File: src/icache_pkg.sv
`default_nettype none

package icache_pkg;

    // cache geometry
    localparam int PC_W    = 64;
    localparam int TAG_W   = 55;
    localparam int INDEX_W = 6;
    localparam int SETS    = 64;
    localparam int WAYS    = 8;
    localparam int WAY_W   = 3;
    localparam int PLRU_W  = 7;
    localparam int WORD_W  = 64;
    localparam int BANK_W  = 128;
    localparam int BANKS   = 4;

    // axi read channel codes
    localparam logic [3:0] AXI_ID      = 4'd0;
    localparam logic [1:0] RESP_OKAY   = 2'b00;
    localparam logic [1:0] RESP_EXOKAY = 2'b01;
    localparam logic [2:0] SIZE_WORD   = 3'd2;
    localparam logic [2:0] SIZE_DWORD  = 3'd3;
    localparam logic [1:0] BURST_FIXED = 2'b00;

    // instruction type seen in decode
    typedef logic [2:0] id_type_t;
    localparam id_type_t TYPE_NOP     = 3'd0;
    localparam id_type_t TYPE_FENCE_I = 3'd5;

    typedef logic [3:0] trap_t;
    localparam trap_t TRAP_NOP            = 4'd0;
    localparam trap_t TRAP_TIMER_INT      = 4'd1;
    localparam trap_t TRAP_FETCH_MISALIGN = 4'd2;

    typedef enum logic [2:0] {
        ST_START  = 3'd0,
        ST_AR     = 3'd1,
        ST_R      = 3'd2,
        ST_FILL   = 3'd3,
        ST_FINISH = 3'd4
    } fetch_state_t;

    // csr bit positions
    localparam int MSTATUS_MIE_BIT = 3;
    localparam int MIE_MTIE_BIT    = 7;
    localparam int MIP_MTIP_BIT    = 7;

endpackage

`default_nettype wire

File: src/plru_tree.sv
`default_nettype none

module plru_tree (
    input  wire logic                             clk,
    input  wire logic                             rst,
    input  wire logic [icache_pkg::INDEX_W-1:0]   set_index,
    input  wire logic [icache_pkg::WAYS-1:0]      way_hit,
    input  wire logic                             lookup_en,
    output logic      [icache_pkg::WAY_W-1:0]     victim_way
);

    logic [icache_pkg::PLRU_W-1:0] tree [icache_pkg::SETS];
    logic [icache_pkg::PLRU_W-1:0] cur_bits;
    logic [icache_pkg::PLRU_W-1:0] upd_bits;
    logic [icache_pkg::WAY_W-1:0]  hit_way;
    logic                          hit;

    assign cur_bits = tree[set_index];
    assign hit      = |way_hit;

    always_comb begin
        hit_way = '0;
        for (int w = 0; w < icache_pkg::WAYS; w++) begin
            if (way_hit[w]) begin
                hit_way = w[icache_pkg::WAY_W-1:0];
            end
        end
    end

    // root, then level two, then the pair bit; each points away from the hit way
    always_comb begin
        upd_bits = cur_bits;
        upd_bits[0] = ~hit_way[2];
        upd_bits[1 + hit_way[2]] = ~hit_way[1];
        upd_bits[3 + hit_way[2:1]] = ~hit_way[0];
    end

    always_comb begin
        victim_way[2] = cur_bits[0];
        victim_way[1] = cur_bits[1 + victim_way[2]];
        victim_way[0] = cur_bits[3 + victim_way[2:1]];
    end

    always_ff @(posedge clk or posedge rst) begin
        if (rst) begin
            tree <= '{default: '0};
        end else if (lookup_en && hit) begin
            tree[set_index] <= upd_bits;
        end
    end

endmodule

`default_nettype wire

File: config.mk
export PLATFORM = sky130hd
export DESIGN_NAME = plru_tree
export DESIGN_NICKNAME = d
export VERILOG_FILES = /design/src/icache_pkg.sv /design/src/plru_tree.sv
export SDC_FILE = /design/constraint.sdc
export NUM_CORES = 1
export LEC_CHECK = 0
export BUFFER_PORTS_ARGS = -buffer_cell sky130_fd_sc_hd__buf_2
export CAP_MARGIN = 15
export CORE_ASPECT_RATIO = 0.8
export CORE_MARGIN = 2
export CORE_UTILIZATION = 57
export DETAILED_ROUTE_END_ITERATION = 10
export HOLD_SLACK_MARGIN = 0.05
export PLACE_DENSITY = 0.87
export SETUP_SLACK_MARGIN = 0.3
export SYNTH_ARGS = -nofsm -noshare
export SYNTH_HDL_FRONTEND = slang
export SYNTH_SLANG_ARGS = --single-unit
File: constraint.sdc
create_clock -name clk -period 12.5 [get_ports clk]
set_input_delay 1.25 -clock clk [delete_from_list [all_inputs] [get_ports clk]]
set_output_delay 1.25 -clock clk [all_outputs]
set_load 0.02 [all_outputs]
* Word-level counts from Yosys, hierarchy flattened
Index checks and enable logic that the tools add are counted.
Word-level totals: register bits after elaboration 448, bits of input ports 17, logic and storage cells 108
Operators by class: $add $sub $neg 4, $lt $le $gt $ge 8, multiplexer cells 23, bitwise gates (word level) 4, reductions and logical operators 5
Operator list (number):
- bitwise mux 448 bit | 1
- binary-select mux 7 bit (select 6 bit) | 1
- demux 7 bit (select 6 bit) | 1
- 2-to-1 mux 7 bit | 3
- 2-to-1 mux 3 bit | 6
- bitwise mux 7 bit | 2
- < comparator 2 x 4 -> 1 bit (second input constant) | 2
- < comparator 3 x 4 -> 1 bit (second input constant) | 2
- OR reduction 8 bit | 1
- >= comparator 7 bit (second input constant) | 1
- < comparator 7 x 1 -> 1 bit (second input constant) | 1
- NOT 6 -> 7 bit | 1
- adder 2 x 2 -> 3 bit (first input constant) | 2
- binary-select mux 1 bit (select 3 bit) | 2
- demux 1 bit (select 3 bit) | 2
- 2-to-1 mux 1 bit | 5
- adder 1 x 1 -> 2 bit (first input constant) | 2
- logical AND 1 bit | 4
- >= comparator 3 x 1 -> 1 bit (second input constant) | 1
- NOT 1 bit | 3
- >= comparator 2 x 1 -> 1 bit (second input constant) | 1

* Longest topological paths before layout
Gate-level depths: netlist of the first run.
depth after elaboration 15, gate-level depth with buffers 19, depth with buffers taken out 13

* Least setup slack after synthesis of the first run
OpenSTA, ideal clock, no wires.
kind input-to-output, start input port set_index[2] (netlist name), end output port victim_way[0] (netlist name), arrival 4.529 ns, data required time 11.250 ns, slack 6.721 ns, stages on the path 16, buffers on the path 5, cell sequence buf_2 > buf_2 > buf_4 > buf_6 > buf_2 > mux4_2 > a22oi_2 > nand3_2 > nor3_4 > inv_2 > mux2_4 > inv_1 > ha_1 > o211a_1 > a2111oi_2 > a41oi_2
On the way: cells in the longest elaborated chain, start to end 10
Ends and longest elaborated chain:
- from (decl) | RTL line plru_tree.sv:6 | input wire logic [icache_pkg::INDEX_W-1:0] set_index,
- NOT 6 -> 7 bit (not written as such) * | RTL line plru_tree.sv:18 | assign cur_bits = tree[set_index];
- binary-select mux 7 bit (select 6 bit) * | RTL line plru_tree.sv:18
- 2-to-1 mux 7 bit (not written as such) * (2 in series) | RTL line plru_tree.sv:18
- net victim_way, one bit | RTL line plru_tree.sv:9 | output logic [icache_pkg::WAY_W-1:0] victim_way
- adder 1 x 1 -> 2 bit | RTL line plru_tree.sv:40 | victim_way[1] = cur_bits[1 + victim_way[2]];
- binary-select mux 1 bit (select 3 bit) * | RTL line plru_tree.sv:40
- 2-to-1 mux 1 bit (not written as such) * | RTL line plru_tree.sv:40
- net victim_way, one bit | RTL line plru_tree.sv:9
- adder 2 x 2 -> 3 bit * | RTL line plru_tree.sv:41 | victim_way[0] = cur_bits[3 + victim_way[2:1]];
- binary-select mux 1 bit (select 3 bit) * | RTL line plru_tree.sv:41
- 2-to-1 mux 1 bit (not written as such) * | RTL line plru_tree.sv:41
- to (decl) | RTL line plru_tree.sv:9
Mark *: on every way through the listed nets, which the timed path passes. The rest lies on a longest branch. The select of a mux whose other input is x is not followed.

* Final worst setup path of the first run
start input port set_index[2] (netlist name), end output port victim_way[0] (netlist name)
On the way: cells in the longest elaborated chain, start to end 10
Ends and longest elaborated chain (RTL line):
- NOT 6 -> 7 bit (not written as such) * | plru_tree.sv:18
- binary-select mux 7 bit (select 6 bit) * | plru_tree.sv:18
- 2-to-1 mux 7 bit (not written as such) * (2 in series) | plru_tree.sv:18
- adder 1 x 1 -> 2 bit | plru_tree.sv:40
- binary-select mux 1 bit (select 3 bit) | plru_tree.sv:40
- 2-to-1 mux 1 bit (not written as such) | plru_tree.sv:40
- adder 2 x 2 -> 3 bit | plru_tree.sv:41
- binary-select mux 1 bit (select 3 bit) * | plru_tree.sv:41
- 2-to-1 mux 1 bit (not written as such) * | plru_tree.sv:41
Mark *: on every way between the ends. The rest lies on a longest branch, timed or not. The select of a mux whose other input is x is not followed.

==> impl_metrics.toml, run 1 <==
[outcome]
outcome = "finished, final reports clean"

[logic_synthesis]
netlist_instances = 2016
synthFlopType = "sky130_fd_sc_hd__dfrtp_1"
synth_enable_flop_cells = 0
ys.warnings.count = 0
synth.net_count = 2038
mappedNetlistArea_um2 = 20000
synthDistinctLibCells = 67
synth_sequential_area_ratio_pct = 55.9
ys_async_sr_fraction_pct = 100
synth-seq-cells = 448
syn_avg_cell_area_um2 = 9.94

[finish]
finalNonFillerCells = 2445
final_core_util_pct = 62.3
largest_register_ff_count = 448
nets = 1966
multiInputGateArea_um2 = 8100
registers_with_the_highest_flip_flop_counts = "tree (448)"
max_flop_register = "tree"
ff_latch_area_um2 = 11200
layout.filler_cells = 2666
postLayoutCellArea_um2 = 21600
areaGrowthSynthToFinish_pct = 7.89
ratio_of_cells_with_drive_above_1_in_the_final_layout_pct = 10.1

[job]
drv_cap = 0

[worst_hold_path]
holdCritPathClass = "reg -> reg"
worstHoldPathCells = 2

[drt]
drt-wirelength-per-cell_um = 23.0
post_drt_via_cell_ratio = 6.51
first_pass_iters = 6
post-route-drc-count = 0
num_vias = 15900
finalWirelength_um = 56100
drt_iter0_markers = 2118
ant_nets = 0

[clocking]
post-cts-setup-buffers = 0
cts_inserted_buffers = 42
cts_tree = "done"
cts_num_sinks = 448
cts-root-to-sink-buffers = 3
clock_latency_late_sink_ps = 570
cts.reportedPaths.clkPinSlew_ps = 60
cts_root_buf = "sky130_fd_sc_hd__clkbuf_16"
htree_levels = 2
postCtsResizedCells = 0
post_cts_hold_buffer_count = 0

[timing]
grt_setup_unrepaired = "false"
maxSlewViolCount = 0
postLayoutSetupSlackWorst_ps = 5190
final.setup.tns_ps = 0
hold_viol_final = 0
fin_worst_hold_slack_ps = 477
fin_crit_ps = 7310
worstMarginPinSlew_ps = 1280
timing.clock.skew_ps = 27.6
timing.final.setup_violations = 0
slew-limit-headroom_pct = 14.9
timing.final.crit_share_pct = 58.5
fmax_mhz = 137

[power]
seqPwrFrac_pct = 50.0
power.switching_mw = 0.818
switching_share_of_power_pct = 25.5
power.share.clock_pct = 40.6
fin_total_pwr_mw = 3.21
peakVddDrop_mv = 0.117
power.combinational.fraction_pct = 9.5
internal_power_mw = 2.39
power_density_nw_per_um2 = 148
power.static_leakage_nw = 9.47

[placement]
placed_cells_incl_taps = 2371
place.gp.congestion = 0.940
dp.final_hpwl_um = 35200
dpl_cell_area_um2 = 20200
placement.setup.worst_slack_ps = 5460
numPortBuffers = 19

[worst_setup_path]
setup.worst_path.end_class = "output pin"
worst_setup_path_start_kind = "input pin"
critical_path.slowest_cell = "sky130_fd_sc_hd__buf_4"
rr_worst_depth = 8
cp_cell_sequence = "buf_4 > buf_4 > nor2_1 > and2_1 > a22oi_1 > a31oi_1 > a2111o_1 > or4_1 > a2111oi_2 > a41oi_2 > buf_2"
worstPathArrival_ps = 6060
critPathMostFrequentCell = "sky130_fd_sc_hd__buf_4"
peak_fanout_along_the_critical_path = 71
criticalPathCategory = "in -> out"
max_stage_delay_ps = 940
cp_data_required_time_ps = 11250
r2r_setup_slack_ps = 8810

[die]
floorplan.die_area_um2 = 36700
floorplan.rows = 61
initial_utilization_pct = 57.7
die_w_um = 214
die_height_um = 172
core_um2 = 34700
pin_count = 20

[grt]
track_usage_pct = 31.8
grt-ovfl-total = 0
grt_pass1_vias = 15700
grt_start_max_net_pins = 84
wire_length_of_the_first_global_routing_pass_um = 88800
initial_antenna_violation_count = 1
power by group through the flow:
stage	clock [mW]	sequential [mW]	combinational [mW]
global route	1.37	1.61	0.333
CTS	1.31	1.60	0.298
floorplan	0	1.61	0.213
detailed placement	0	1.62	0.295
finish	1.30	1.60	0.304
global placement	0	1.62	0.281
area by class of cell:
type,count,area share (%)
Antenna cell,1,0.0116
Clock buffer,56,5.48
Clock inverter,16,0.868
Inverter,11,0.208
Multi-Input combinational cell,1396,37.5
Sequential cell,448,51.8
Tap cell,472,2.73
Timing Repair Buffer,45,1.41
synth_stat cells (all sizes together) (2+ instances only):
master	count	area, µm²
nand2	551	2070
o21ai	465	2330
dfrtp	448	11200
clkbuf	115	432
a22oi	57	433
mux2i	57	574
buf	46	347
mux4	46	1040
nand3	35	180
nor2	28	105
a21oi	25	125
mux2	23	263
a221oi	15	131
inv	11	41.3
nand3b	8	72.6
nand4	7	43.8
a31oi	5	31.3
and3	5	31.3
ha	5	62.6
nor3	5	41.3
a22o	4	35.0
a32oi	4	35.0
and2	4	25.0
nor2b	4	25.0
o211ai	4	30.0
o22ai	4	25.0
a211oi	3	22.5
and3b	3	26.3
o2bb2ai	3	26.3
a2111oi	2	23.8
a221o	2	20.0
nand2b	2	12.5
nor4b	2	17.5
nor4bb	2	20.0
o31ai	2	20.0
or2	2	12.5
layer usage:
| metal | vias to the layer above | wire length, µm | track usage (%) |
|---|---|---|---|
| met5 | - | 0 | 0 |
| met4 | 0 | 2320 | 12.8 |
| met3 | 220 | 7820 | 11.6 |
| met2 | 1060 | 24600 | 47.0 |
| met1 | 7776 | 21400 | 42.8 |
| li1 | 6860 | - | - |
cells in the final DEF, fill, tap and decap left out, types with 3 or more instances in the layout:
| master | netlist | final |
|---|---|---|
| sky130_fd_sc_hd__clkbuf_8 | 0 | 6 |
| sky130_fd_sc_hd__dfrtp_1 | 448 | 448 |
| sky130_fd_sc_hd__nand2_1 | 551 | 551 |
| sky130_fd_sc_hd__nor2b_1 | 4 | 4 |
| sky130_fd_sc_hd__o211ai_1 | 4 | 4 |
| sky130_fd_sc_hd__a211oi_1 | 3 | 3 |
| sky130_fd_sc_hd__clkinv_2 | 0 | 10 |
| sky130_fd_sc_hd__mux2_2 | 21 | 21 |
| sky130_fd_sc_hd__and3_1 | 5 | 5 |
| sky130_fd_sc_hd__nand3b_1 | 7 | 7 |
| sky130_fd_sc_hd__buf_4 | 8 | 28 |
| sky130_fd_sc_hd__mux4_2 | 44 | 44 |
| sky130_fd_sc_hd__a21oi_1 | 25 | 25 |
| sky130_fd_sc_hd__clkbuf_1 | 115 | 7 |
| sky130_fd_sc_hd__nor2_1 | 28 | 27 |
| sky130_fd_sc_hd__buf_2 | 23 | 16 |
| sky130_fd_sc_hd__a221oi_1 | 15 | 15 |
| sky130_fd_sc_hd__a32oi_1 | 4 | 4 |
| sky130_fd_sc_hd__ha_1 | 5 | 5 |
| sky130_fd_sc_hd__bufinv_16 | 0 | 4 |
| sky130_fd_sc_hd__o22ai_1 | 4 | 4 |
| sky130_fd_sc_hd__and2_1 | 4 | 4 |
| sky130_fd_sc_hd__clkbuf_16 | 0 | 43 |
| sky130_fd_sc_hd__nand4_1 | 7 | 7 |
| sky130_fd_sc_hd__a22oi_1 | 56 | 56 |
| sky130_fd_sc_hd__nand3_1 | 34 | 34 |
| sky130_fd_sc_hd__o21ai_1 | 34 | 33 |
| sky130_fd_sc_hd__a22o_1 | 4 | 4 |
| sky130_fd_sc_hd__a31oi_1 | 5 | 5 |
| sky130_fd_sc_hd__inv_1 | 9 | 8 |
| sky130_fd_sc_hd__mux2i_1 | 56 | 52 |
| sky130_fd_sc_hd__and3b_1 | 3 | 3 |
| sky130_fd_sc_hd__mux2i_4 | 0 | 5 |
| sky130_fd_sc_hd__o2bb2ai_1 | 3 | 3 |
| sky130_fd_sc_hd__o21ai_0 | 431 | 431 |
worst paths after layout:
check                                      to          from
worst max-delay path            victim_way[0]  set_index[2]
worst min-delay path                tree[140]     tree[140]
worst max register to register      tree[159]     tree[124]
worst min register to register      tree[140]     tree[140]
max in group asynchronous           tree[222]           rst
min in group asynchronous            tree[36]           rst
cells by family after synthesis:
group / count (synthesis) / synth area share (%)
compound gates: 604 / 16.8
mux: 126 / 9.37
simple gates: 661 / 13.5
buf+inv: 172 / 4.09
fa+ha+maj: 5 / 0.312
flops: 448 / 55.9
worst max-delay path, delay by kind of cell:
family	cells	cell delay, ps
compound gates	5	1380
simple gates	3	1660
buf+inv	3	1670
(Power assumes the default switching activity.)
==> run 2: changes to the inputs <==
--- a/config.mk
+++ b/config.mk
@@ -5,14 +5,15 @@
 export SDC_FILE = /design/constraint.sdc
 export NUM_CORES = 1
 export LEC_CHECK = 0
+export ABC_AREA = 1
 export BUFFER_PORTS_ARGS = -buffer_cell sky130_fd_sc_hd__buf_2
 export CAP_MARGIN = 15
 export CORE_ASPECT_RATIO = 0.8
 export CORE_MARGIN = 2
-export CORE_UTILIZATION = 57
+export CORE_UTILIZATION = 64
 export DETAILED_ROUTE_END_ITERATION = 10
 export HOLD_SLACK_MARGIN = 0.05
-export PLACE_DENSITY = 0.87
+export PLACE_DENSITY = 0.91
 export SETUP_SLACK_MARGIN = 0.3
 export SYNTH_ARGS = -nofsm -noshare
 export SYNTH_HDL_FRONTEND = slang
==> constraint.sdc (replaced) <==
create_clock -name clk -period 7.1 [get_ports clk]
set_input_delay 0.71 -clock clk [delete_from_list [all_inputs] [get_ports clk]]
set_output_delay 0.71 -clock clk [all_outputs]
set_load 0.02 [all_outputs]
==> run 2 against run 1 <==
- count of clock-buffer cells in the layout rose by 10
- utilization rose by 6.9 points
- sequential share of layout area fell by 5.3 points
- flip-flop and latch count did not move
- clock power rose by 82%
- sequential power rose by 78%
- routed wire length rose by 16%
- largest power group unchanged
==> impl_metrics.toml, run 2 <==
[logic_synthesis]
yosys.cell_count.top_type = "sky130_fd_sc_hd__nand2_1"
synth_enable_flop_cells = 0
yosys-top-cells-area = "sky130_fd_sc_hd__dfrtp_1 49%, sky130_fd_sc_hd__nand2_1 24%, sky130_fd_sc_hd__o21ai_0 7.0%, sky130_fd_sc_hd__inv_1 4.6%, sky130_fd_sc_hd__nand3_1 3.4%"
synth-seq-cells = 448
synth_largest_area_cell = "sky130_fd_sc_hd__dfrtp_1"
synth_sequential_area_ratio_pct = 49.4
netlist_instances = 3179
syn_avg_cell_area_um2 = 7.13
synthFlopType = "sky130_fd_sc_hd__dfrtp_1"
mappedNetlistArea_um2 = 22700
synth_largest_type_area_fraction_pct = 49.4
synthDistinctLibCells = 31
ys.warnings.count = 0
synth.cells.most_frequent = "1,473 x sky130_fd_sc_hd__nand2_1, 448 x sky130_fd_sc_hd__dfrtp_1, 317 x sky130_fd_sc_hd__o21ai_0"
synth.net_count = 3201
ys_async_sr_fraction_pct = 100

[drt]
drt-wirelength-per-cell_um = 18.1
ant_nets = 0
finalWirelength_um = 64900
first_pass_iters = 8
post_drt_via_cell_ratio = 5.91
post-route-drc-count = 0
num_vias = 21200
drt_iter0_markers = 3370

[die]
die_height_um = 172
core_um2 = 34800
floorplan.rows = 61
pin_count = 20
floorplan.die_area_um2 = 37000
die_w_um = 214
initial_utilization_pct = 65.1

[clocking]
post-cts-setup-buffers = 0
cts-root-to-sink-buffers = 3
htree_levels = 2
cts_root_buf = "sky130_fd_sc_hd__clkbuf_16"
clock_latency_late_sink_ps = 560
cts.reportedPaths.clkPinSlew_ps = 70
post_cts_hold_buffer_count = 0
cts_tree = "done"
postCtsResizedCells = 0
cts_num_sinks = 448
cts_inserted_buffers = 43

[timing]
fin_crit_ps = 5110
postLayoutSetupSlackWorst_ps = 1990
slew-limit-headroom_pct = 23.6
timing.final.crit_share_pct = 72.0
grt_setup_unrepaired = "false"
timing.clock.skew_ps = 16.4
hold_viol_final = 0
final.setup.tns_ps = 0
worstMarginPinSlew_ps = 1150
fmax_mhz = 196
timing.final.setup_violations = 0
maxSlewViolCount = 0

[finish]
finalNonFillerCells = 3580
n_antenna_cell = 0
postLayoutCellArea_um2 = 24100
largest_register_ff_count = 448
ratio_of_cells_with_drive_above_1_in_the_final_layout_pct = 4.50
areaGrowthSynthToFinish_pct = 6.18
layout_commonest_cell = "sky130_fd_sc_hd__nand2_1"
registers_with_the_highest_flip_flop_counts = "tree (448)"
max_flop_register = "tree"
nets = 3098
layout.cells.most_common_list = "1,472 x sky130_fd_sc_hd__nand2_1, 448 x sky130_fd_sc_hd__dfrtp_1, 317 x sky130_fd_sc_hd__o21ai_0"

[power]
power_density_nw_per_um2 = 247
power.static_leakage_nw = 12.3
fin_total_pwr_mw = 5.94
peakVddDrop_mv = 0.269

[worst_setup_path]
cp_data_required_time_ps = 6390
critPathMostFrequentCell = "sky130_fd_sc_hd__nand2_1"
worstPathArrival_ps = 4400
setup.worst_path.end_class = "output pin"
critical-path-top-delay-family = "buffers and inverters"
worst_setup_path_start_kind = "input pin"
critical_path.slowest_cell = "sky130_fd_sc_hd__inv_6"
max_stage_delay_ps = 640
peak_fanout_along_the_critical_path = 94
crit_buf_inv = 7
cp_cell_sequence = "buf_6 > inv_6 > buf_4 > nand2_1 > nand3_1 > nand2_1 > nor2_1 > nor2_1 > nor2_1 > nand2_1 > nor2_2 > nand2_1 > nand2_1 > inv_1 > ha_1 > inv_1 > nor2_1 > a21boi_0 > nand2_1 > nand2_1 > inv_1 > buf_2"
criticalPathCategory = "in -> out"

[placement]
placement.setup.worst_slack_ps = 2130
placed_cells_incl_taps = 3503
place.gp.congestion = 1.03
dp.final_hpwl_um = 40100
dpl_cell_area_um2 = 22600
numPortBuffers = 19

[worst_hold_path]
holdCritPathClass = "in -> async"

[grt]
grt_pass1_vias = 20500
wire_length_of_the_first_global_routing_pass_um = 105000
track_usage_pct = 35.6
initial_antenna_violation_count = 1
grt_start_max_net_pins = 195
grt-ovfl-total = 0

[job]
drv_cap = 0

[outcome]
outcome = "finished, final reports clean"
run 2: cell count changes after synthesis, moves of 15 or more:
cell	previous run	this run
sky130_fd_sc_hd__nor2_1	28	157
sky130_fd_sc_hd__o21ai_0	431	317
sky130_fd_sc_hd__mux2_2	21	0
sky130_fd_sc_hd__clkbuf_1	115	30
sky130_fd_sc_hd__buf_2	23	116
sky130_fd_sc_hd__a22oi_1	56	0
sky130_fd_sc_hd__mux4_2	44	0
sky130_fd_sc_hd__o21ai_1	34	99
sky130_fd_sc_hd__a221oi_1	15	0
sky130_fd_sc_hd__mux2i_1	56	0
sky130_fd_sc_hd__inv_1	9	276
sky130_fd_sc_hd__nand2_1	551	1473
sky130_fd_sc_hd__nand3_1	34	156
run 2: worst reg2reg max path, stage by stage (launching register included):
cell and delay (ps):
sky130_fd_sc_hd__dfrtp_1 400, sky130_fd_sc_hd__or2_0 230, sky130_fd_sc_hd__nand2_1 70, sky130_fd_sc_hd__nand2_1 50, sky130_fd_sc_hd__nor2_1 250, sky130_fd_sc_hd__o21ai_1 100, sky130_fd_sc_hd__nor2_1 110, sky130_fd_sc_hd__nand2_1 110
sky130_fd_sc_hd__a21boi_4 770, sky130_fd_sc_hd__buf_4 650, sky130_fd_sc_hd__o21ai_1 220
run 2: worst paths after layout:
path | from | slack (ps) | endpoint | cells past startpoint
min | rst | 230 | tree[393] | 2
max in group asynchronous | rst | 5420 | tree[50] | 3
max reg2reg | tree[337] | 4000 | tree[414] | 10
max | set_index[0] | 1990 | victim_way[0] | 22
min in group clk | tree[108] | 480 | tree[108] | 2
min reg2reg | tree[108] | 480 | tree[108] | 2
run 2: power breakdown:
part           switching [mW]  internal (mW)  total [mW]
clock network            1.00           1.35        2.36
logic                   0.531          0.197       0.728
registers              0.0999           2.75        2.85
run 2: through the flow:
step,hold slack (ps),utilization [%]
detailed placement,465,65.0
floorplan,449,-
global route,275,69.2
finish,230,69.2
global placement,462,65.0
CTS,245,69.2
run 2: layout make-up:
cell class,count,area [µm²]
well taps,472,591
inverters,289,1090
multi-input cells,2250,9380
clock buffers,66,1320
fillers,2690,10700
clock inverters,11,126
repair buffers,44,352
flip-flops and latches,448,11200
run 2: metal layers:
layer | vias to the layer above | global-route usage, % | share of wire [%]
li1 | 9558 | - | -
met4 | 0 | 17.3 | 5.0
met2 | 1495 | 54.0 | 43
met1 | 9810 | 47.9 | 39
met5 | - | 0 | 0
met3 | 301 | 9.59 | 14
run 2: kinds of logic after synthesis:
kind of cell    synth area share (%)
compound gates                  9.98
fa+ha+maj                      0.276
buf+inv                         9.28
flops                           49.4
simple gates                    31.0
