$ cat config.mk
export PLATFORM = sky130hd
export DESIGN_NAME = refill_ctrl
export DESIGN_NICKNAME = d
export VERILOG_FILES = /design/src/icache_pkg.sv /design/src/refill_ctrl.sv
export SDC_FILE = /design/constraint.sdc
export NUM_CORES = 1
export LEC_CHECK = 0
export ABC_AREA = 1
export BUFFER_PORTS_ARGS = -buffer_cell sky130_fd_sc_hd__buf_2
export CORE_AREA = 3 3 118 120
export DETAILED_ROUTE_END_ITERATION = 8
export DIE_AREA = 0 0 121 123
export GPL_ROUTABILITY_DRIVEN = 0
export HOLD_SLACK_MARGIN = 0.12
export MAX_ROUTING_LAYER = met4
export PLACE_DENSITY_LB_ADDON = 0.1
export SLEW_MARGIN = 20
export SYNTH_ARGS = -nofsm -noshare
export SYNTH_HDL_FRONTEND = slang
export SYNTH_SLANG_ARGS = --single-unit
$ cat constraint.sdc
create_clock -name clk -period 4.2 [get_ports clk]
set_input_delay 0.42 -clock clk [delete_from_list [all_inputs] [get_ports clk]]
set_output_delay 0.42 -clock clk [all_outputs]
set_load 0.05 [all_outputs]
$ cat src/icache_pkg.sv
`default_nettype none

package icache_pkg;

    // cache geometry
    localparam int PC_W    = 64;
    localparam int TAG_W   = 55;
    localparam int INDEX_W = 6;
    localparam int SETS    = 64;
    localparam int WAYS    = 8;
    localparam int WAY_W   = 3;
    localparam int PLRU_W  = 7;
    localparam int WORD_W  = 64;
    localparam int BANK_W  = 128;
    localparam int BANKS   = 4;

    // axi read channel codes
    localparam logic [3:0] AXI_ID      = 4'd0;
    localparam logic [1:0] RESP_OKAY   = 2'b00;
    localparam logic [1:0] RESP_EXOKAY = 2'b01;
    localparam logic [2:0] SIZE_WORD   = 3'd2;
    localparam logic [2:0] SIZE_DWORD  = 3'd3;
    localparam logic [1:0] BURST_FIXED = 2'b00;

    // instruction type seen in decode
    typedef logic [2:0] id_type_t;
    localparam id_type_t TYPE_NOP     = 3'd0;
    localparam id_type_t TYPE_FENCE_I = 3'd5;

    typedef logic [3:0] trap_t;
    localparam trap_t TRAP_NOP            = 4'd0;
    localparam trap_t TRAP_TIMER_INT      = 4'd1;
    localparam trap_t TRAP_FETCH_MISALIGN = 4'd2;

    typedef enum logic [2:0] {
        ST_START  = 3'd0,
        ST_AR     = 3'd1,
        ST_R      = 3'd2,
        ST_FILL   = 3'd3,
        ST_FINISH = 3'd4
    } fetch_state_t;

    // csr bit positions
    localparam int MSTATUS_MIE_BIT = 3;
    localparam int MIE_MTIE_BIT    = 7;
    localparam int MIP_MTIP_BIT    = 7;

endpackage

`default_nettype wire

$ cat src/refill_ctrl.sv
`default_nettype none

module refill_ctrl (
    input  wire logic                          clk,
    input  wire logic                          rst,
    input  wire logic [31:0]                   pc,
    input  wire icache_pkg::id_type_t          id_type,
    input  wire icache_pkg::trap_t             trap,
    input  wire logic [icache_pkg::WAYS-1:0]   way_hit,
    input  wire logic                          if2_ready,
    input  wire logic                          cd_trap,
    input  wire logic                          arready,
    input  wire logic                          rvalid,
    input  wire logic [1:0]                    rresp,
    input  wire logic [icache_pkg::WORD_W-1:0] rdata,
    input  wire logic                          rlast,
    input  wire logic [3:0]                    rid,
    output logic                               ready,
    output logic                               valid_out,
    output logic      [icache_pkg::WORD_W-1:0] fetch_data,
    output logic                               lookup_en,
    output logic                               fill_en,
    output logic                               flush,
    output logic      [icache_pkg::WORD_W-1:0] fill_data,
    output logic                               arvalid,
    output logic      [31:0]                   araddr,
    output logic      [3:0]                    arid,
    output logic      [7:0]                    arlen,
    output logic      [2:0]                    arsize,
    output logic      [1:0]                    arburst,
    output logic                               rready
);

    icache_pkg::fetch_state_t state;
    icache_pkg::fetch_state_t state_next;

    logic [icache_pkg::WORD_W-1:0] data_q;
    logic uncached;
    logic hit;
    logic beat_ok;
    logic start_ok;

    // the upper half of the 32-bit space is cacheable
    assign uncached = ~pc[31];
    assign hit      = |way_hit;
    assign start_ok = (trap == icache_pkg::TRAP_NOP) && (id_type == icache_pkg::TYPE_NOP)
                    && !cd_trap;
    assign beat_ok  = rvalid && rlast && (rid == icache_pkg::AXI_ID)
                    && (rresp == icache_pkg::RESP_OKAY || rresp == icache_pkg::RESP_EXOKAY);

    assign lookup_en = (state == icache_pkg::ST_START) && start_ok;
    assign fill_en   = (state == icache_pkg::ST_FILL);
    assign flush     = (id_type == icache_pkg::TYPE_FENCE_I) && (state != icache_pkg::ST_FILL);
    assign fill_data = data_q;

    assign arvalid = (state == icache_pkg::ST_AR);
    assign rready  = (state == icache_pkg::ST_R);
    assign arid    = icache_pkg::AXI_ID;
    assign arlen   = 8'd0;
    assign arburst = icache_pkg::BURST_FIXED;
    assign araddr  = uncached ? pc : {pc[31:3], 3'b000};
    assign arsize  = uncached ? icache_pkg::SIZE_WORD : icache_pkg::SIZE_DWORD;

    assign fetch_data = (state == icache_pkg::ST_R) ? rdata : data_q;

    always_comb begin
        state_next = state;
        ready      = 1'b0;
        valid_out  = 1'b0;
        case (state)
            icache_pkg::ST_START: begin
                if (!start_ok) begin
                    ready = 1'b1;
                end else if (!uncached && hit) begin
                    ready     = if2_ready;
                    valid_out = 1'b1;
                end else begin
                    state_next = icache_pkg::ST_AR;
                end
            end
            icache_pkg::ST_AR: begin
                if (arready) begin
                    state_next = icache_pkg::ST_R;
                end
            end
            icache_pkg::ST_R: begin
                if (beat_ok) begin
                    if (uncached) begin
                        ready     = cd_trap | if2_ready;
                        valid_out = ~cd_trap;
                        if (if2_ready || cd_trap) begin
                            state_next = icache_pkg::ST_START;
                        end else begin
                            state_next = icache_pkg::ST_FINISH;
                        end
                    end else if (cd_trap) begin
                        // redirected, drop the line
                        state_next = icache_pkg::ST_START;
                    end else begin
                        state_next = icache_pkg::ST_FILL;
                    end
                end
            end
            icache_pkg::ST_FILL: begin
                state_next = icache_pkg::ST_START;
            end
            icache_pkg::ST_FINISH: begin
                ready     = cd_trap | if2_ready;
                valid_out = ~cd_trap;
                if (if2_ready || cd_trap) begin
                    state_next = icache_pkg::ST_START;
                end
            end
            default: begin
                state_next = icache_pkg::ST_START;
            end
        endcase
    end

    always_ff @(posedge clk or posedge rst) begin
        if (rst) begin
            state <= icache_pkg::ST_START;
        end else begin
            state <= state_next;
        end
    end

    always_ff @(posedge clk) begin
        if (state == icache_pkg::ST_R && beat_ok) begin
            data_q <= rdata;
        end
    end

endmodule

`default_nettype wire

Yosys cells after proc, flatten, opt, wreduce, memory -nomap -nowiden
Cells that the tools add are included.
Word-level totals
  register bits: 67
  bits of input ports: 124
  output and inout bits: 184
  word-level logic and storage cells: 57
Operators by class
  equality and inequality tests: 12
  mux-type cells: 22
  bitwise operators: 2
  reductions and logical operators: 19
Operators with widths (count)
  $mux W64: 1
  $mux W32: 1
  $mux W3: 7
  $pmux W3 S4: 1
  $logic_and A1 B1 Y1: 9
  $mux W1: 9
  $logic_not A4 Y1: 2
  $ne A2 B2 Y1 const B: 4
  $reduce_or A8 Y1: 1
  $eq A3 B2 Y1 const B: 2
  $eq A3 B3 Y1 const B: 2
  $logic_not A3 Y1: 2
  $pmux W1 S3: 2
  $reduce_and A5 Y1: 1
  $eq A3 B1 Y1 const B: 1
  $ne A3 B2 Y1 const B: 1
  $eq A2 B1 Y1 const B: 1
  $logic_not A2 Y1: 1
  $logic_or A1 B1 Y1: 2
  $mux W2: 1
  $ne A2 B1 Y1 const B: 1
  $logic_not A1 Y1: 1
  $not A1 Y1: 1
  $or A1 B1 Y1: 1

Logic depth before layout (Yosys ltp)
Gate-level depths: netlist (run 1).
  word-level depth: 5
  depth in mapped cells: 10
  gate-level depth less buffers: 10

Least setup slack after synthesis (run 1)
No wires, ideal clock.
  path type: register -> register
  start point: register state[2]
  end point: register data_q, in the netlist fill_data[0] (enable)
  library setup time: 486 ps
  arrival time: 3525 ps
  required time: 3714 ps
  slack: 189 ps
  cell stages (with the launch flop): 5
  path buffers: 1
  clock period less this slack: 4011 ps
  path through: dfrtp_1 nor2_2 nand2_4 buf_2 nor2_1
Between the ends
  cells in the longest elaborated chain, start to end: 2
Ends and longest elaborated chain
  from (decl): RTL line refill_ctrl.sv:34  | icache_pkg::fetch_state_t state;
  from (signal assigned): RTL line refill_ctrl.sv:122  | state <= icache_pkg::ST_START;
  from (signal assigned): RTL line refill_ctrl.sv:124  | state <= state_next;
  $eq A3 B2 Y1: RTL line refill_ctrl.sv:129  | if (state == icache_pkg::ST_R && beat_ok) begin
  $logic_and A1 B1 Y1: RTL line refill_ctrl.sv:129
  to (signal assigned): RTL line refill_ctrl.sv:130  | data_q <= rdata;
  to (decl): RTL line refill_ctrl.sv:37  | logic [icache_pkg::WORD_W-1:0] data_q;
No other way between the ends.
A chain may end at the register's enable or synchronous reset.

Worst setup path in the final report (run 1)
  start point: register state[2]
  end point: output port ready
Between the ends
  cells in the longest elaborated chain, start to end: 2
  elaborated cells between the ends (all ways): 4
Ends and longest elaborated chain
  $eq A3 B3 Y1 (tied with other cells): RTL line refill_ctrl.sv:70  | case (state)
  $pmux W1 S3 (*): RTL line refill_ctrl.sv:70
  to (decl): RTL line refill_ctrl.sv:18  | output logic ready,
Mark *: on every way between the ends. The rest lies on a longest branch, timed or not.

==> results.json, run 1 <==
{
  "die_w_um": 121,
  "antenna_found_initial": 0,
  "drt_iter0_drc": 135,
  "switching_share": 0.447,
  "cts.path.max_buffers": 2,
  "antenna_cells": 0,
  "fin_tns_setup_ps": 0,
  "p_sw_mw": 1.14,
  "cts_tree": "built",
  "placed_area_um2": 4570,
  "clockRootBuffer": "clkbuf_16",
  "nFillCells": 1391,
  "grt_max_degree": 70,
  "worstPathMaxFanout": 69,
  "via_count": 3256,
  "r2r_cells": 4,
  "slowest_stage": "inv_4",
  "overflow": 0,
  "area_growth_pct": 37.8,
  "place_inst": 771,
  "crit_top_cell": "nand4_1",
  "synth_area_um2": 3530,
  "h-tree-depth": 3,
  "hold_violations": 0,
  "fp.coreArea_um2": 13100,
  "wl_per_cell_um": 14.0,
  "p_clk_frac": 0.289,
  "ir_drop_uv": 208,
  "min_path_type": "input port to flip-flop",
  "fin_nets": 731,
  "io_pins": 308,
  "yosysWarningCount": 0,
  "drv_slew": 0,
  "cts-resized-gates": 0,
  "ys_seq_area_frac": 0.565,
  "avgSynthCellArea_um2": 8.72,
  "post-dp-hpwl_um": 8310,
  "fin_util": 0.372,
  "ant_nets": 0,
  "cts_buffers": 9,
  "ys_ff_latch": 67,
  "initial_core_util": 0.270,
  "timing.final.ws_setup_ps": 1390,
  "relSlewSlack": 0.503,
  "rsz0062_at_grt": "false",
  "final.setup_skew_ps": 6.01,
  "dp_slack_ps": 1720,
  "seqPwrFrac": 0.292,
  "mostFrequentLayoutCells": "buf_2 (234), nand2_1 (211), edfxtp_1 (64)",
  "final_cells": 788,
  "post-route-period-util": 0.668,
  "viasPerCell": 4.13,
  "setup_viol": 0,
  "portBuffers": 234,
  "drt-total-wl_um": 11000,
  "worstPathCellList": "nor2_2, nand2_4, inv_4, nand4_1, nand4_1, buf_2",
  "hold_depth": 1,
  "yosys.area.top_type": "edfxtp_1",
  "critPathCaptureType": "primary output",
  "fin_area_um2": 4870,
  "holdWs_ps": 284,
  "cpPeakStageDelay_ps": 620,
  "worstMarginPinSlew_ps": 746,
  "ys_types": 19,
  "rows": 42,
  "power_density_nw_per_um2": 524,
  "synth_top_area_frac": 0.544,
  "final_common_cell": "buf_2",
  "max_cap_viol_count": 0,
  "worst_ep_required_time_ps": 3780,
  "dieArea_um2": 14900,
  "fmaxAchievable_mhz": 356,
  "dr.pass1.iters": 4,
  "status": "complete, no violations",
  "clkTransAtPathRegs_ps": 60,
  "clk_latency_ps": 320,
  "synthCells": 405,
  "grt_pass1_vias": 3222,
  "multiInputGateArea_um2": 1080,
  "path_class": "flip-flop to primary output",
  "critPathLaunchType": "flip-flop",
  "cts.sinks": 67,
  "cp_data_arrival_time_ps": 2390,
  "seq_area_um2": 2000,
  "grtUsageTotal": 0.146,
  "synth_area_leaders": "edfxtp_1 (54%), nand2_1 (22%), buf_4 (11%)",
  "internal-power_mw": 1.41,
  "die_y_um": 123,
  "drcViolationCount": 0,
  "combPwrFrac": 0.419,
  "fin_crit_ps": 2810,
  "p_leak_nw": 2.54,
  "grt_first_pass_wirelength_um": 16300,
  "drive_gt1_frac": 0.417,
  "total_power_mw": 2.55
}
## flip-flops by register name, indices dropped and copies added (netlist names)
register	cells
state	3
fill_data	64
## routing by layer
layer | up-vias | part of all wire | GRT usage
met3 | 25 | 0.084 | 0.0334
met1 | 1441 | 0.41 | 0.168
met4 | 0 | 0.028 | 0.0602
li1 | 1617 | - | -
met2 | 173 | 0.48 | 0.248
met5 | - | 0 | -
## power by group through the flow
stage	Combinational [mW]	Sequential (mW)	Clock, mW
after floorplan	0.919	0.761	0
after global placement	1.08	0.759	0
after detailed placement	1.08	0.759	0
after CTS	1.08	0.745	0.762
after global routing	1.14	0.747	0.784
final	1.07	0.745	0.738
## cell type report
class,instances,share of cell area
Clock inverter,5,0.0108
Multi-Input combinational cell,271,0.221
Sequential cell,67,0.410
Timing Repair Buffer,237,0.248
Inverter,21,0.0167
Clock buffer,11,0.0478
Tap cell,176,0.0452
## cell families after synthesis
family,count (synthesis),synth area share
other cells,2,0.00213
compound gates,3,0.00425
flops,67,0.565
buf+inv,81,0.147
simple gates,252,0.282
## synth_stat cells
master    count
nand2_1     211
edfxtp_1     64
buf_4        50
nor2_1       21
inv_1        20
buf_2         8
nand4_1       7
nand3_1       5
dfrtp_1       3
nor2_2        3
buf_6         2
conb_1        2
nor3_1        2
o21ai_0       2
a21oi_1       1
and2_0        1
inv_4         1
nand2_4       1
nor4b_1       1
## path summary, 6_finish.rpt
path	startpoint	end	slack [ps]
max	state[2]$_DFFE_PP0P_	ready	1390
min	rdata[32]	fill_data[32]$_DFFE_PP_	280
max reg2reg	state[2]$_DFFE_PP0P_	fill_data[8]$_DFFE_PP_	2100
min reg2reg	state[0]$_DFFE_PP0P_	state[2]$_DFFE_PP0P_	670
max in group asynchronous	rst	state[1]$_DFFE_PP0P_	3550
min in group asynchronous	rst	state[2]$_DFFE_PP0P_	510
## critical path: cells and delay by family, from the launching register on
family / cells / cell delay [ps]
buf+inv: 2 / 890
simple gates: 4 / 680
flops: 1 / 450
## repair_timing
item | CTS | global route
buffers inserted | 0 | 0
hold buffers | 1 | 0
hold endpoints to repair | 3 | 0
Note: power is estimated with default switching activity, not from simulation.
==> run 2, diff against run 1 <==
==> constraint.sdc (replaced) <==
create_clock -name clk -period 2.4 [get_ports clk]
set_input_delay 0.24 -clock clk [delete_from_list [all_inputs] [get_ports clk]]
set_output_delay 0.24 -clock clk [all_outputs]
set_load 0.05 [all_outputs]
==> run 2 against run 1 <==
  * Clock skew grew 3.1 ps
  * First-iteration DRC count shrank 5.9%
  * Count of clock-buffer cells in the layout is the same
  * Worst setup slack lost 1200 ps
  * Cell area grew 13%
  * Highest routed layer unchanged
  * Critical path depth grew 1
  * Critical path type unchanged
  * Global-route usage is essentially flat
  * Utilization grew 5.0 points
  * Register-to-register slack lost 1400 ps
  * Non-clock buffer count grew 69
  * Critical endpoint is now fetch_data[22]
  * Sequential cell count is the same
==> results.json, run 2 (synthesized netlist as in run 1, its figures left out) <==
{
  "cts_tree": "built",
  "hold_violations": 0,
  "power_density_nw_per_um2": 805,
  "rows": 42,
  "fmaxAchievable_mhz": 462,
  "slowest_stage": "dfrtp_1",
  "hold_end": "fill_data[35]$_DFFE_PP_",
  "fin_nets": 800,
  "fin_util": 0.422,
  "post-dp-hpwl_um": 8190,
  "fin_crit_ps": 2160,
  "h-tree-depth": 3,
  "via_count": 3538,
  "setup_viol": 0,
  "viasPerCell": 4.13,
  "worst_ep_required_time_ps": 2160,
  "final_common_cell": "buf_2",
  "fin_area_um2": 5520,
  "multiInputGateArea_um2": 1090,
  "antenna_found_initial": 0,
  "dieArea_um2": 14900,
  "antenna_cells": 0,
  "drt-total-wl_um": 11100,
  "die_w_um": 121,
  "grt_first_pass_wirelength_um": 16500,
  "worstReg2RegEnd": "fill_data[18]$_DFFE_PP_",
  "drcViolationCount": 0,
  "final.setup_skew_ps": 9.14,
  "seq_area_um2": 2000,
  "clockRootBuffer": "clkbuf_16",
  "clkTransAtPathRegs_ps": 60,
  "cpPeakStageDelay_ps": 450,
  "drt_iter0_drc": 127,
  "rsz0062_at_grt": "false",
  "placed_area_um2": 4620,
  "p_leak_nw": 2.82,
  "drive_gt1_frac": 0.385,
  "nFillCells": 1319,
  "status": "complete, no violations",
  "rrSetupSlack_ps": 750,
  "ir_drop_uv": 309,
  "hold_start": "rdata[35]",
  "initial_core_util": 0.270,
  "critPathCaptureType": "primary output",
  "mostFrequentLayoutCells": "buf_2 (234), nand2_1 (211), edfxtp_1 (64), dlygate4sd3_1 (64)",
  "r2r-start": "state[2]$_DFFE_PP0P_",
  "fp.coreArea_um2": 13100,
  "grt_max_degree": 38,
  "hold_depth": 1,
  "critPathLaunchType": "flip-flop",
  "drv_slew": 0,
  "total_power_mw": 4.45,
  "fin_tns_setup_ps": 0,
  "path_class": "flip-flop to primary output",
  "overflow": 0,
  "cp_data_arrival_time_ps": 1920,
  "portBuffers": 234,
  "wl_per_cell_um": 12.9,
  "crit_top_cell": "nand2_1",
  "largest_reg_flops": 64,
  "area_growth_pct": 56.3,
  "die_y_um": 123,
  "r2r_cells": 4,
  "cts.sinks": 67,
  "cp_num_buf_inv": 3,
  "cts_buffers": 9,
  "worstPathCellList": "nor2_2, nand2_4, inv_6, buf_4, nand2_1, nand2_1, buf_2",
  "min_path_type": "input port to flip-flop",
  "io_pins": 308,
  "dr.pass1.iters": 5,
  "cts.path.max_buffers": 2,
  "grtUsageTotal": 0.147,
  "max_cap_viol_count": 0,
  "grt_pass1_vias": 3345,
  "post-route-period-util": 0.901,
  "holdWs_ps": 140,
  "clk_latency_ps": 320,
  "cp_top_family": "buffers and inverters",
  "worstPathMaxFanout": 34,
  "ant_nets": 0
}
-- run 2: worst max path at each step --
stage               slack (ps)  depth (start not counted)                     end                  from
floorplan                  170                          4  fill_data[0]$_DFFE_PP_  state[2]$_DFFE_PP0P_
global placement           480                          7          fetch_data[43]  state[2]$_DFFE_PP0P_
detailed placement         460                          7          fetch_data[43]  state[2]$_DFFE_PP0P_
CTS                         90                          7          fetch_data[43]  state[2]$_DFFE_PP0P_
global route                90                          7          fetch_data[50]  state[2]$_DFFE_PP0P_
finish                     240                          7          fetch_data[22]  state[2]$_DFFE_PP0P_
-- run 2: metrics by stage --
| step | cells | setup WS, ps |
|---|---|---|
| after floorplan | 419 | 172 |
| after global placement | 777 | 476 |
| after detailed placement | 777 | 458 |
| after CTS | 857 | 94.0 |
| after global routing | 857 | 85.9 |
| final | 857 | 238 |
-- run 2: what timing repair did --
action,CTS,global route
endpoints found under the hold margin,66,0
resized for setup,0,1
hold buffers,64,0
endpoints found under the setup margin,0,2
setup buffers,0,0
-- run 2: area by class of cell --
| type | instances | share of cell area |
|---|---|---|
| inverter | 21 | 0.0152 |
| tap | 176 | 0.0399 |
| sequential | 67 | 0.361 |
| multi-input combinational | 271 | 0.197 |
| timing repair buffer | 306 | 0.339 |
| clock inverter | 5 | 0.00544 |
| clock buffer | 11 | 0.0421 |
-- run 2: metal layers --
layer | share of wire | vias up | GRT usage
met1 | 0.40 | 1569 | 0.169
met4 | 0.028 | 0 | 0.0701
met3 | 0.082 | 23 | 0.0357
met5 | 0 | - | -
met2 | 0.49 | 190 | 0.241
li1 | - | 1756 | -
-- run 2: power by group --
part | total (mW) | leakage, nW | switching (mW) | internal (mW)
clock network | 1.16 | 0.129 | 0.468 | 0.693
logic | 1.98 | 2.07 | 1.51 | 0.467
registers | 1.31 | 0.616 | 0.0135 | 1.29
total | 4.45 | 2.82 | 1.99 | 2.45
-- run 2: worst reg2reg max path: cells and delay by family, from the launching register on --
family	cells	cell delay (ps)
flip-flops	1	450
buffers and inverters	1	430
AND/OR/NAND/NOR	3	390
==> run 3, diff against run 2 <==
--- a/config.mk
+++ b/config.mk
@@ -5,7 +5,7 @@
 export SDC_FILE = /design/constraint.sdc
 export NUM_CORES = 1
 export LEC_CHECK = 0
-export ABC_AREA = 1
+export ABC_AREA = 0
 export BUFFER_PORTS_ARGS = -buffer_cell sky130_fd_sc_hd__buf_2
 export CORE_AREA = 3 3 118 120
 export DETAILED_ROUTE_END_ITERATION = 8
@@ -14,6 +14,8 @@
 export HOLD_SLACK_MARGIN = 0.12
 export MAX_ROUTING_LAYER = met4
 export PLACE_DENSITY_LB_ADDON = 0.1
+export REMOVE_ABC_BUFFERS = 1
+export SETUP_SLACK_MARGIN = 0.1
 export SLEW_MARGIN = 20
 export SYNTH_ARGS = -nofsm -noshare
 export SYNTH_HDL_FRONTEND = slang
==> run 3 against run 2 <==
  * Die area did not move
  * Wire length is 1.5% higher
  * Via count shrank 17%
  * Sequential share of layout area shrank 0.56 points
  * Largest cell class is now buffers
  * Critical path depth shrank 1
  * First-iteration DRC count down 31%
  * Total power grew 15%
  * Sequential cell count stayed put
  * Hold slack better by 38 ps
  * Clock skew down 1.5 ps
==> results.json, run 3 <==
{
  "status": "complete, no violations",
  "portBuffers": 234,
  "cp_data_arrival_time_ps": 2020,
  "hold_violations": 0,
  "rsz0062_at_grt": "true",
  "synth_area_leaders": "edfxtp_1 (56%), mux2_2 (21%), buf_4 (10%)",
  "cts_buffers": 9,
  "timing.final.ws_setup_ps": 135,
  "fin_util": 0.429,
  "yosysWarningCount": 0,
  "setup_viol": 0,
  "drt_iter0_drc": 87,
  "h-tree-depth": 3,
  "drive_gt1_frac": 0.635,
  "post-route-period-util": 0.944,
  "fmaxAchievable_mhz": 442,
  "cts.sinks": 67,
  "fin_area_um2": 5620,
  "cp_num_buf_inv": 4,
  "fin_nets": 637,
  "die_y_um": 123,
  "r2r-start": "state[2]$_DFFE_PP0P_",
  "grtUsageTotal": 0.148,
  "synth_top_area_frac": 0.560,
  "final_cells": 694,
  "worstPathMaxFanout": 11,
  "antenna_cells": 0,
  "placed_area_um2": 4540,
  "startpoint": "state[2]$_DFFE_PP0P_",
  "hold_start": "cd_trap",
  "ys_types": 30,
  "r2r_cells": 7,
  "mostFrequentLayoutCells": "buf_2 (232), dlygate4sd3_1 (66), mux2_2 (64), edfxtp_1 (64), conb_1 (16)",
  "rrSetupSlack_ps": 510,
  "ir_drop_uv": 353,
  "largest_reg_flops": 64,
  "seqPwrFrac": 0.258,
  "max_cap_viol_count": 0,
  "dieArea_um2": 14900,
  "hold_end": "state[2]$_DFFE_PP0P_",
  "antenna_found_initial": 0,
  "async_flop_share": 0.0448,
  "fp.coreArea_um2": 13100,
  "yosys.area.top_type": "edfxtp_1",
  "grt_pass1_vias": 2898,
  "rows": 42,
  "synth_ff_type": "edfxtp_1",
  "crit_top_cell": "buf_4",
  "worst_ep_required_time_ps": 2160,
  "p_sw_mw": 2.07,
  "clk_latency_ps": 330,
  "hold_depth": 2,
  "cp_top_family": "buffers and inverters",
  "dr.pass1.iters": 4,
  "synth_common_cells": "edfxtp_1 (64), mux2_2 (64), buf_4 (47)",
  "ys_ff_latch": 67,
  "grt_max_degree": 34,
  "cts_tree": "built",
  "synth_area_um2": 3430,
  "clkTransAtPathRegs_ps": 50,
  "wl_per_cell_um": 16.2,
  "via_count": 2944,
  "drv_slew": 0,
  "area_growth_pct": 63.6,
  "io_pins": 308,
  "worstPathCellList": "nor3b_4, buf_4, buf_4, clkbuf_16, mux2_2, buf_2",
  "grt_first_pass_wirelength_um": 16100,
  "initial_core_util": 0.262,
  "synth_edf_count": 64,
  "cpPeakStageDelay_ps": 480,
  "power_density_nw_per_um2": 913,
  "synthCells": 233,
  "switching_share": 0.404,
  "overflow": 0,
  "critPathCaptureType": "primary output",
  "cts.path.max_buffers": 2,
  "clockRootBuffer": "clkbuf_16",
  "avgSynthCellArea_um2": 14.7,
  "combPwrFrac": 0.473,
  "fin_crit_ps": 2260,
  "internal-power_mw": 3.06,
  "p_clk_frac": 0.268,
  "worstReg2RegEnd": "state[0]$_DFFE_PP0P_",
  "die_w_um": 121,
  "path_class": "flip-flop to primary output",
  "drt-total-wl_um": 11200,
  "final_common_cell": "buf_2",
  "place_inst": 606,
  "holdWs_ps": 178,
  "viasPerCell": 4.24,
  "min_path_type": "input port to flip-flop",
  "dp_slack_ps": 337,
  "ant_nets": 0,
  "critPathLaunchType": "flip-flop",
  "final.setup_skew_ps": 7.68,
  "drcViolationCount": 0,
  "p_leak_nw": 2.44,
  "post-dp-hpwl_um": 7860,
  "ys_seq_area_frac": 0.581,
  "fin_tns_setup_ps": 0,
  "slowest_stage": "dfrtp_2",
  "total_power_mw": 5.13
}
-- run 3: cell count changes in the layout (fill, tap and decap cells not counted), moves of 3 or more --
cell     previous run  this run
inv_1              20         2
nand2_1           211         5
buf_12              0         4
nand4_1             7         0
nand3_1             5         1
nor2_1             20         1
nor4_1              0         3
nor2_2              3         0
buf_4               8         5
mux2_2              0        64
nor2b_1             0         5
nor3b_1             0         3
-- run 3: logic make-up after synthesis --
kind of cell,after synthesis,synth area share
compound gates,11,0.0222
flops,67,0.581
other cells,2,0.00219
buf+inv,58,0.125
simple gates,31,0.0590
mux,64,0.210
-- run 3: how the worst max path moves through the flow --
stage               depth (start not counted)  slack (ps)                    to
floorplan                                   4       -3510  state[0]$_DFFE_PP0P_
global placement                            6         370                 ready
detailed placement                          6         340                 ready
CTS                                         4          60        fetch_data[47]
global route                                7          40                 ready
finish                                      6         140        fetch_data[45]
-- run 3: worst register-to-register path, stage by stage (launching register included) --
cell and delay [ps]:
dfrtp_2 480, nor3b_4 230, buf_4 160, buf_16 180, and3_2 260, buf_12 210
nand2_1 80, a41oi_1 200
-- run 3: cell type report --
type	instances	area [µm²]
fill	1214	7470
clock buffer	11	233
timing repair buffer	311	2010
sequential	67	2000
inverter	2	7.51
tap	176	220
multi-input combinational	122	1070
clock inverter	5	77.6
-- run 3: per-layer routing --
layer  up-vias  global-route usage  part of all wire
met1      1350               0.183              0.44
met4         0              0.0496            0.0097
met2       202               0.218              0.44
met5         -                   -                 0
li1       1379                   -                 -
met3        13              0.0622              0.11
-- run 3: power by group through the flow --
stage                     Combinational (mW)  Sequential, mW  Clock (mW)
after floorplan                         1.67            1.36           0
after global placement                  2.17            1.35           0
after detailed placement                2.17            1.35           0
after CTS                               2.34            1.32        1.44
after global routing                    2.56            1.33        1.48
final                                   2.43            1.33        1.38
-- run 3: repair_timing --
| action | CTS | global route |
|---|---|---|
| gates resized for setup | 3 | 6 |
| setup endpoints to repair | 25 | 45 |
| pin swaps | 1 | 1 |
| gates cloned | 1 | 1 |
| buffers inserted | 0 | 4 |
| hold buffers | 66 | 0 |
| endpoints found under the hold margin | 68 | 0 |
